===== src/include/fft_defines.svh =====
`ifndef FFT_DEFINES_SVH
`define FFT_DEFINES_SVH

// Q4.4 signed samples
`define FFT_INT_BITS 4
`define FFT_FRAC_BITS 4
`define FFT_SAMPLE_W (`FFT_INT_BITS + `FFT_FRAC_BITS)

// Transform size and number of radix-2 stages
`define FFT_POINTS 8
`define FFT_STAGES 3

`endif


===== src/fft_pkg.sv =====
`include "fft_defines.svh"

package fft_pkg;

  // One signed fixed-point component
  typedef logic signed [`FFT_SAMPLE_W-1:0] sample_t;

  typedef struct packed {
    sample_t re;
    sample_t im;
  } cplx_t;

  // Whole frame or spectrum, element 0 in the low bits
  typedef cplx_t [`FFT_POINTS-1:0] frame_t;

  typedef logic [`FFT_STAGES-1:0] point_idx_t;

  function automatic point_idx_t bit_reverse(input point_idx_t idx);
    point_idx_t rev;
    rev = '0;
    for (int i = 0; i < `FFT_STAGES; i++) begin
      rev[i] = idx[`FFT_STAGES-1-i];
    end
    return rev;
  endfunction

  // W^k = exp(-j*2*pi*k/8), scaled by 16
  function automatic cplx_t twiddle(input logic [1:0] k);
    cplx_t w;
    case (k)
      2'd0: begin
        w.re = sample_t'(16);
        w.im = sample_t'(0);
      end
      2'd1: begin
        w.re = sample_t'(11);
        w.im = sample_t'(-11);
      end
      2'd2: begin
        w.re = sample_t'(0);
        w.im = sample_t'(-16);
      end
      default: begin
        w.re = sample_t'(-11);
        w.im = sample_t'(-11);
      end
    endcase
    return w;
  endfunction

endpackage


===== src/fft_pipe_reg.sv =====
`timescale 1ns/1ps

module fft_pipe_reg #(
  parameter type payload_t = logic
) (
  input  logic     clk,
  input  logic     reset_i,
  input  logic     valid_i,
  output logic     ready_o,
  input  payload_t data_i,
  output logic     valid_o,
  input  logic     ready_i,
  output payload_t data_o
);

  logic     valid_q;
  payload_t data_q;

  // Free when empty or when the held beat leaves this cycle
  assign ready_o = !valid_q || ready_i;
  assign valid_o = valid_q;
  assign data_o  = data_q;

  always_ff @(posedge clk) begin
    if (reset_i) begin
      valid_q <= 1'b0;
    end else if (ready_o) begin
      valid_q <= valid_i;
    end
  end

  always_ff @(posedge clk) begin
    if (valid_i && ready_o) begin
      data_q <= data_i;
    end
  end

endmodule


===== src/fft_butterfly_stage.sv =====
`timescale 1ns/1ps
`include "fft_defines.svh"

module fft_butterfly_stage #(
  parameter int STAGE = 0
) (
  input  fft_pkg::frame_t frame_i,
  output fft_pkg::frame_t frame_o
);
  import fft_pkg::*;

  localparam int SPAN    = 1 << STAGE;
  localparam int TW_STEP = (`FFT_POINTS / 2) / SPAN;
  localparam int PROD_W  = 2 * `FFT_SAMPLE_W;

  // Full-width product, keep bits 3 down to -4 (wraps on overflow)
  function automatic cplx_t cplx_mul(input cplx_t x, input cplx_t w);
    logic signed [PROD_W-1:0] prod_re;
    logic signed [PROD_W-1:0] prod_im;
    cplx_t                    y;
    prod_re = x.re * w.re - x.im * w.im;
    prod_im = x.im * w.re + x.re * w.im;
    y.re    = prod_re[PROD_W-`FFT_INT_BITS-1:`FFT_FRAC_BITS];
    y.im    = prod_im[PROD_W-`FFT_INT_BITS-1:`FFT_FRAC_BITS];
    return y;
  endfunction

  for (genvar g = 0; g < `FFT_POINTS; g += 2 * SPAN) begin : g_group
    for (genvar j = 0; j < SPAN; j++) begin : g_fly
      localparam int LO   = g + j;
      localparam int HI   = LO + SPAN;
      localparam int TW_K = j * TW_STEP;

      cplx_t prod;

      assign prod = cplx_mul(frame_i[HI], twiddle(2'(TW_K)));

      // Sum to the lower slot, difference to the upper, 8-bit wrap
      assign frame_o[LO] = '{
        re: sample_t'(frame_i[LO].re + prod.re),
        im: sample_t'(frame_i[LO].im + prod.im)
      };
      assign frame_o[HI] = '{
        re: sample_t'(frame_i[LO].re - prod.re),
        im: sample_t'(frame_i[LO].im - prod.im)
      };
    end
  end

endmodule


===== src/fft_sample_loader.sv =====
`timescale 1ns/1ps
`include "fft_defines.svh"

module fft_sample_loader (
  input  logic            clk,
  input  logic            reset_i,
  input  logic            in_valid_i,
  output logic            in_ready_o,
  input  fft_pkg::cplx_t  in_sample_i,
  output logic            frame_valid_o,
  input  logic            frame_ready_i,
  output fft_pkg::frame_t frame_o
);
  import fft_pkg::*;

  point_idx_t wr_count;
  frame_t     frame_q;
  logic       full_q;
  logic       sample_fire;
  logic       frame_fire;

  assign sample_fire   = in_valid_i && in_ready_o;
  assign frame_fire    = frame_valid_o && frame_ready_i;

  // Input stalls while a complete frame waits downstream
  assign in_ready_o    = !full_q;
  assign frame_valid_o = full_q;
  assign frame_o       = frame_q;

  always_ff @(posedge clk) begin
    if (reset_i) begin
      wr_count <= '0;
      full_q   <= 1'b0;
    end else begin
      if (sample_fire) begin
        // Count wraps to 0 on the last sample
        wr_count <= wr_count + 1'b1;
        if (wr_count == point_idx_t'(`FFT_POINTS - 1)) begin
          full_q <= 1'b1;
        end
      end
      if (frame_fire) begin
        full_q <= 1'b0;
      end
    end
  end

  // DIT ordering: sample n lands in slot bitrev(n)
  always_ff @(posedge clk) begin
    if (sample_fire) begin
      frame_q[bit_reverse(wr_count)] <= in_sample_i;
    end
  end

endmodule


===== src/fft_bin_serializer.sv =====
`timescale 1ns/1ps
`include "fft_defines.svh"

module fft_bin_serializer (
  input  logic            clk,
  input  logic            reset_i,
  input  logic            frame_valid_i,
  output logic            frame_ready_o,
  input  fft_pkg::frame_t frame_i,
  output logic            out_valid_o,
  input  logic            out_ready_i,
  output fft_pkg::cplx_t  out_bin_o,
  output logic            out_last_o
);
  import fft_pkg::*;

  frame_t     spec_q;
  point_idx_t bin_q;
  logic       busy_q;

  assign frame_ready_o = !busy_q;
  assign out_valid_o   = busy_q;
  assign out_bin_o     = spec_q[bin_q];
  assign out_last_o    = (bin_q == point_idx_t'(`FFT_POINTS - 1));

  always_ff @(posedge clk) begin
    if (reset_i) begin
      busy_q <= 1'b0;
      bin_q  <= '0;
    end else if (frame_valid_i && frame_ready_o) begin
      busy_q <= 1'b1;
      bin_q  <= '0;
    end else if (out_valid_o && out_ready_i) begin
      // Counter wraps back to bin 0 after the last one
      bin_q <= bin_q + 1'b1;
      if (out_last_o) begin
        busy_q <= 1'b0;
      end
    end
  end

  always_ff @(posedge clk) begin
    if (frame_valid_i && frame_ready_o) begin
      spec_q <= frame_i;
    end
  end

endmodule


===== src/fft_top.sv =====
`timescale 1ns/1ps
`include "fft_defines.svh"

module fft_top (
  input  logic           clk,
  input  logic           reset_i,
  input  logic           in_valid_i,
  output logic           in_ready_o,
  input  fft_pkg::cplx_t in_sample_i,
  output logic           out_valid_o,
  input  logic           out_ready_i,
  output fft_pkg::cplx_t out_bin_o,
  output logic           out_last_o
);
  import fft_pkg::*;

  // Handshake k feeds register k; handshake 4 feeds the serializer
  logic [`FFT_STAGES+1:0] pipe_valid;
  logic [`FFT_STAGES+1:0] pipe_ready;

  // Register inputs (loader, then stage outputs) and register outputs
  frame_t reg_d [`FFT_STAGES+1];
  frame_t reg_q [`FFT_STAGES+1];

  fft_sample_loader u_loader (
    .clk           (clk),
    .reset_i       (reset_i),
    .in_valid_i    (in_valid_i),
    .in_ready_o    (in_ready_o),
    .in_sample_i   (in_sample_i),
    .frame_valid_o (pipe_valid[0]),
    .frame_ready_i (pipe_ready[0]),
    .frame_o       (reg_d[0])
  );

  for (genvar k = 0; k <= `FFT_STAGES; k++) begin : g_reg
    fft_pipe_reg #(
      .payload_t (frame_t)
    ) u_reg (
      .clk     (clk),
      .reset_i (reset_i),
      .valid_i (pipe_valid[k]),
      .ready_o (pipe_ready[k]),
      .data_i  (reg_d[k]),
      .valid_o (pipe_valid[k+1]),
      .ready_i (pipe_ready[k+1]),
      .data_o  (reg_q[k])
    );
  end

  // Stage k sits between register k and register k+1
  for (genvar k = 0; k < `FFT_STAGES; k++) begin : g_stage
    fft_butterfly_stage #(
      .STAGE (k)
    ) u_stage (
      .frame_i (reg_q[k]),
      .frame_o (reg_d[k+1])
    );
  end

  fft_bin_serializer u_serializer (
    .clk           (clk),
    .reset_i       (reset_i),
    .frame_valid_i (pipe_valid[`FFT_STAGES+1]),
    .frame_ready_o (pipe_ready[`FFT_STAGES+1]),
    .frame_i       (reg_q[`FFT_STAGES]),
    .out_valid_o   (out_valid_o),
    .out_ready_i   (out_ready_i),
    .out_bin_o     (out_bin_o),
    .out_last_o    (out_last_o)
  );

endmodule


===== config.mk =====
export PLATFORM = sky130hd
export DESIGN_NAME = fft_top
export DESIGN_NICKNAME = d
export VERILOG_FILES = /design/src/fft_pkg.sv /design/src/fft_pipe_reg.sv /design/src/fft_butterfly_stage.sv /design/src/fft_sample_loader.sv /design/src/fft_bin_serializer.sv /design/src/fft_top.sv
export VERILOG_INCLUDE_DIRS = /design/src /design/src/include
export SDC_FILE = /design/constraint.sdc
export NUM_CORES = 1
export LEC_CHECK = 0
export BUFFER_PORTS_ARGS = -buffer_cell sky130_fd_sc_hd__buf_4
export CELL_PAD_IN_SITES_DETAIL_PLACEMENT = 2
export CELL_PAD_IN_SITES_GLOBAL_PLACEMENT = 2
export CORE_AREA = 4 4 261 455
export CTS_CLUSTER_SIZE = 28
export DETAILED_ROUTE_END_ITERATION = 16
export DIE_AREA = 0 0 265 459
export PLACE_DENSITY = 0.78
export SYNTH_ARGS = -nofsm -noshare
export SYNTH_HDL_FRONTEND = slang
export SYNTH_SLANG_ARGS = --single-unit

===== constraint.sdc =====
create_clock -name clk -period 15.63 [get_ports clk]
set_clock_uncertainty 0.05 [all_clocks]
set_input_delay 0.7815 -clock clk [delete_from_list [all_inputs] [get_ports clk]]
set_output_delay 0.7815 -clock clk [all_outputs]
set_load 0.01 [all_outputs]

# Word level (Yosys, flattened, before mapping)
# Cells that the tools add are included.
# classes
addsub,63
mul,6
order_cmp,3
n_eq_ne,2
muxes,8
reduce_logical,24
# ops
cell,n
$add A8 B8 Y8,24
$sub A8 B8 Y8,24
$bwmux W128,1
$mul A8 B5 Y12 const B,6
$bmux W16 S3,1
$demux W16 S3,1
$neg A8 Y8,6
$sub A1 B12 Y12 const A,3
$mux W16,2
$add A12 B12 Y12,2
$sub A12 B12 Y12,2
$logic_and A1 B1 Y1,8
$lt A3 B4 Y1 const B,2
$add A3 B1 Y3 const B,2
$eq A3 B3 Y1 const B,2
$logic_not A1 Y1,6
$logic_or A1 B1 Y1,4
$reduce_and A2 Y1,2
$reduce_bool A2 Y1,2
$reduce_or A2 Y1,2
$ge A3 B1 Y1 const B,1
$mux W1,3
# totals
regBits,780
input_bits,20
output_inout_bits,19
wordCells,210

# Depth between registers and ports, before layout
# depth
word_depth,7
ltp_mapped,24
mapped_depth_nobuf,24

# Cells and area by module
# Synthesis repeated with hierarchy kept, for this count alone.
# unflattened
hier_cells,3422
hier_area_um2,44664.1
# modules_own_cells
module,n_inst,cells_each,area_per_inst_um2,seq_area_each_um2
fft_pipe_reg,4,133,3898.7,3863.7
fft_butterfly_stage (g_stage[2].u_stage),1,1167,9715.6,0.0
fft_butterfly_stage (g_stage[1].u_stage),1,712,5340.1,0.0
fft_bin_serializer,1,209,5116.2,3923.8
fft_butterfly_stage (g_stage[0].u_stage),1,636,4733.3,0.0
fft_sample_loader,1,166,4164.0,3923.8

# Worst setup path after synthesis
# OpenSTA, ideal clock, no wires.
# synth_path
path_type,reg-to-reg
start,reg u_serializer.busy_q (netlist: u_serializer.out_valid_o)
end,"reg g_reg[1].u_reg.data_q, in the netlist g_reg[1].u_reg.data_o[100] (enable)"
setup_time_ns,0.782
arrival_ns,9.500
t_required_ns,14.798
slack_ns,5.298
path_stages_with_launch,5
path_buffers,2
period_less_slack_ns,10.332
cell_sequence,dfxtp_1 > clkbuf_1 > and3_1 > clkbuf_1 > a21boi_0
# synth_between
elab_chain_cells,5
# synth_rtl
element,line,rtl
start: declaration,fft_bin_serializer.sv:19,logic busy_q;
start signal: assignment,fft_bin_serializer.sv:28,busy_q <= 1'b0;
start signal: assignment,fft_bin_serializer.sv:31,busy_q <= 1'b1;
start signal: assignment,fft_bin_serializer.sv:37,busy_q <= 1'b0;
$logic_not A1 Y1,fft_bin_serializer.sv:21,assign frame_ready_o = !busy_q;
$logic_or A1 B1 Y1 (3 in series),fft_pipe_reg.sv:20,assign ready_o = !valid_q || ready_i;
$logic_and A1 B1 Y1,fft_pipe_reg.sv:33,if (valid_i && ready_o) begin
end signal: assignment,fft_pipe_reg.sv:34,data_q <= data_i;
end: declaration,fft_pipe_reg.sv:17,payload_t data_q;
# No other way between the ends.
# A chain may end at the register's enable or synchronous reset.

==> results.md <==
* GR Overflow Total at 0
* Measured slew at the worst slew-check pin at 1.10 ns
* Hold-fix buffers at CTS at 0
* Vias in the first global route at 28,400
* Synthesis Warnings at 0
* Worst path cell trace: ha_1 -> fa_1 -> inv_1 -> fa_1 -> fa_1 -> inv_1 -> fa_1 -> inv_1 -> ha_1 -> nor2b_1 -> nor2_1 -> xnor2_1 -> ha_1 -> inv_1 -> a21oi_1 -> o21bai_1 -> a21oi_1 -> nor2_1 -> nor2_1 -> o21bai_1 -> xor2_1
* Final setup viols at 0
* Total Routing Usage GR at 19.3%
* Max Fanout on Critical Path at 5
* Met2 usage at 39.5%
* Final hold slack at 0.314 ns
* Tmin final at 5.96 ns
* Placed cell area at between 40,000 and 50,000 um^2
* Die width at 265 um
* Reg power frac at 52.2%
* H-tree depth at 3
* Status: completed
* Slew margin rel. at between 20% and 30%
* CTS tree: built
* Met3 Use GR at 1.77%
* CTS Buffer Depth at 3
* Net switching power at 878 uW
* Synth async-reset ratio at 0%
* Clock network power share at 45.9%
* Util after Layout at about two fifths
* Post-CTS Setup Bufs at 0
* Nets at about 4,000
* Area delta synth->final at 11.4%
* 1st-pass router iterations at 6
* Sequential area share after synthesis at between 50% and 60%
* Mean routed wirelength per cell at 23.6 um
* Routed Antenna Nets at 0
* RR Startpoint: g_reg[2].u_reg.data_o[85]
* Root buf cell: clkbuf_16
* HP Start: out_ready_i
* Post-route DRC violation count at 0
* Final hold vios at 0
* Tightest Hold Check Type: primary input to flip-flop
* Netlist cell types at 55
* Setup Crit Path Kind: flip-flop to flip-flop
* Resize count post-CTS at 0
* Post-Syn Instances at 3,284
* HPWL Detailed at 94.5 mm
* Leak at 0.0190 uW
* Data arrival, critical path at 6.31 ns
* Core area at between 100,000 and 150,000 um^2
* Fin area at 47,200 um^2
* CTS Sinks at roughly 750
* DR iter-0 viols at between 800 and 900
* Avg Cell Area, Syn at ~13 um^2
* Inst Count DP at 4,807
* Mapped Area at 42,400 um^2
* Largest net degree at the start of global routing at 72
* Port-buffer cells at 38
* VDD IR max at approximately 0.060 mV
* Row count at 165
* Avg Vias per Cell at 4.89
* Pwr/cell area at 89.2 nW/um^2
* Gpl congestion at 0.874
* Setup tns final at 0 ns
* Part of the power in combinational logic at 1.9%
* Post-synth EDFFs at 736
* Initial Utilization at 36.8%
* Crit path largest cell delay at approximately 0.55 ns
* RSZ-0062 raised after global routing: false
* Seq cells post-synth at 748
* Num ports at 39
* Chip height at approximately 460 um
* Max-slew violation count at 0
* Post-Layout Cell Count at approximately 4,900
* Initial antenna violation count at 2
* Main synth FF type: edfxtp_1
* First-pass GRT wire length at 176 mm
* Register clock-pin slew on the reported worst setup and hold paths at approximately 0.070 ns
* Fmax at 0.168 GHz
* Syn Nets at a little under 4,000
* Met1 usage at 17.8%
* Final worst path period share at 38.1%
* Most Used Layer, Global Route: met2
* Cts bufs inserted at 74
* Critical Path Source: g_reg[2].u_reg.data_o[85]
* Share of cells above drive strength 1 at 7.01%
* Max-cap violations at 0
* Startpoint Class: flip-flop
* Slowest stage cell, crit path: fa_1
* Vias post-DR at 24,200
* Clk Latency, worst-skew pair at slightly below 0.7 ns
* Final wirelength at roughly 120 mm
* P_int at roughly 3300 uW
* Crit end category: flip-flop
* Sw Ratio at 20.9%
* Die ar. at around 120,000 um^2
* Worst Path Required at 15.98 ns
[sequential cells by signal, indices dropped and copies added, names as in the netlist]
name	count
g.u_reg.data_o	488
g.u_reg.valid_o	4
u_loader.frame_o	128
u_loader.frame_valid_o	1
u_loader.wr_count	3
u_serializer.bin_q	3
u_serializer.out_valid_o	1
u_serializer.spec_q	120
[critical path, delay by kind of cell, from the launching register on]
family | cells | cell delay (ns)
DFF | 1 | 0.49
AOI/OAI and AO/OA | 4 | 0.79
adders and majority gates | 7 | 3.21
buffers and inverters | 4 | 0.26
and+or+nand+nor | 4 | 0.58
xor gates and xnor gates | 2 | 0.31
[cells in the mapped netlist, types with 2 or more instances]
master	instances	area share [%]
a21boi_0	5	0.089
a21o_1	46	0.82
a21oi_1	229	2.7
a22oi_1	2	0.035
a311oi_1	3	0.062
a41o_1	2	0.047
a41oi_1	2	0.041
and2_1	4	0.059
and3_1	18	0.27
buf_1	2	0.018
clkbuf_1	34	0.30
dfxtp_1	12	0.57
edfxtp_1	736	52
fa_1	117	5.5
ha_1	497	15
inv_1	537	4.8
mux2_2	20	0.53
mux2i_1	7	0.17
mux4_2	30	1.6
nand2_1	27	0.24
nand2b_1	37	0.55
nand3_1	8	0.095
nor2_1	244	2.2
nor2b_1	29	0.43
nor3_1	23	0.27
nor3b_1	5	0.089
nor4_1	2	0.030
o211ai_1	2	0.035
o21a_1	6	0.11
o21ai_0	60	0.71
o21ai_1	4	0.047
o21bai_1	101	1.8
or2_2	2	0.030
or3_1	6	0.089
xnor2_1	237	4.9
xnor2_2	2	0.077
xor2_1	168	3.5
[worst paths after layout]
kind / end / slack [ns] / cells past startpoint
min reg2reg: g_reg[0].u_reg.data_o[45] / 0.36 / 0
max reg2reg: g_reg[3].u_reg.data_o[95] / 9.67 / 21
min: u_serializer.out_valid_o / 0.31 / 2
max: g_reg[3].u_reg.data_o[95] / 9.67 / 21
[layer usage]
| layer | routed length, um | share of wire (%) |
|---|---|---|
| met5 | 0 | 0 |
| met4 | 8000 | 6.8 |
| met1 | 38600 | 33 |
| met3 | 2160 | 1.8 |
| met2 | 68200 | 58 |
[cell usage in the layout (no fill, tap or decap), types with 37 or more instances in the layout]
| cell | instances |
|---|---|
| fa_1 | 117 |
| xor2_1 | 168 |
| clkbuf_16 | 77 |
| nand2b_1 | 37 |
| o21bai_1 | 101 |
| nor2_1 | 243 |
| buf_4 | 57 |
| a21oi_1 | 229 |
| a21o_1 | 46 |
| edfxtp_1 | 736 |
| o21ai_0 | 60 |
| xnor2_1 | 237 |
| ha_1 | 497 |
| inv_1 | 537 |
[power groups by stage]
stage                     Clock (uW)  Sequential [uW]  Combinational (uW)
final                           1930             2200                79.4
after global routing            2070             2200                86.9
after CTS                       1990             2200                81.6
after detailed placement           0             2240                80.7
after global placement             0             2240                75.6
after floorplan                    0             2240                43.7
[final cells by class]
cell class	count	area [um^2]
Antenna cell	2	5.00
Clock buffer	86	1960
Clock inverter	50	628
Fill cell	11600	68000
Inverter	537	2020
Multi-Input combinational cell	1962	17900
Sequential cell	748	22300
Tap cell	1503	1880
Timing Repair Buffer	57	428
[per-stage QoR]
step | worst slack, ns | power, uW
final | 9.67 | 4210
after global routing | 9.36 | 4350
after CTS | 9.65 | 4270
after detailed placement | 9.72 | 2320
after global placement | 9.90 | 2320
after floorplan | 5.30 | 2280
[cell families after synthesis]
family,Yosys count,share of synthesized area [%]
muxes,57,2.29
and+or+nand+nor,408,4.37
adders and majority gates,614,20.2
xor gates and xnor gates,408,8.50
DFF,748,52.7
buffers and inverters,574,5.10
AOI/OAI and AO/OA,475,6.78
Power figures use the tool's default switching activity.
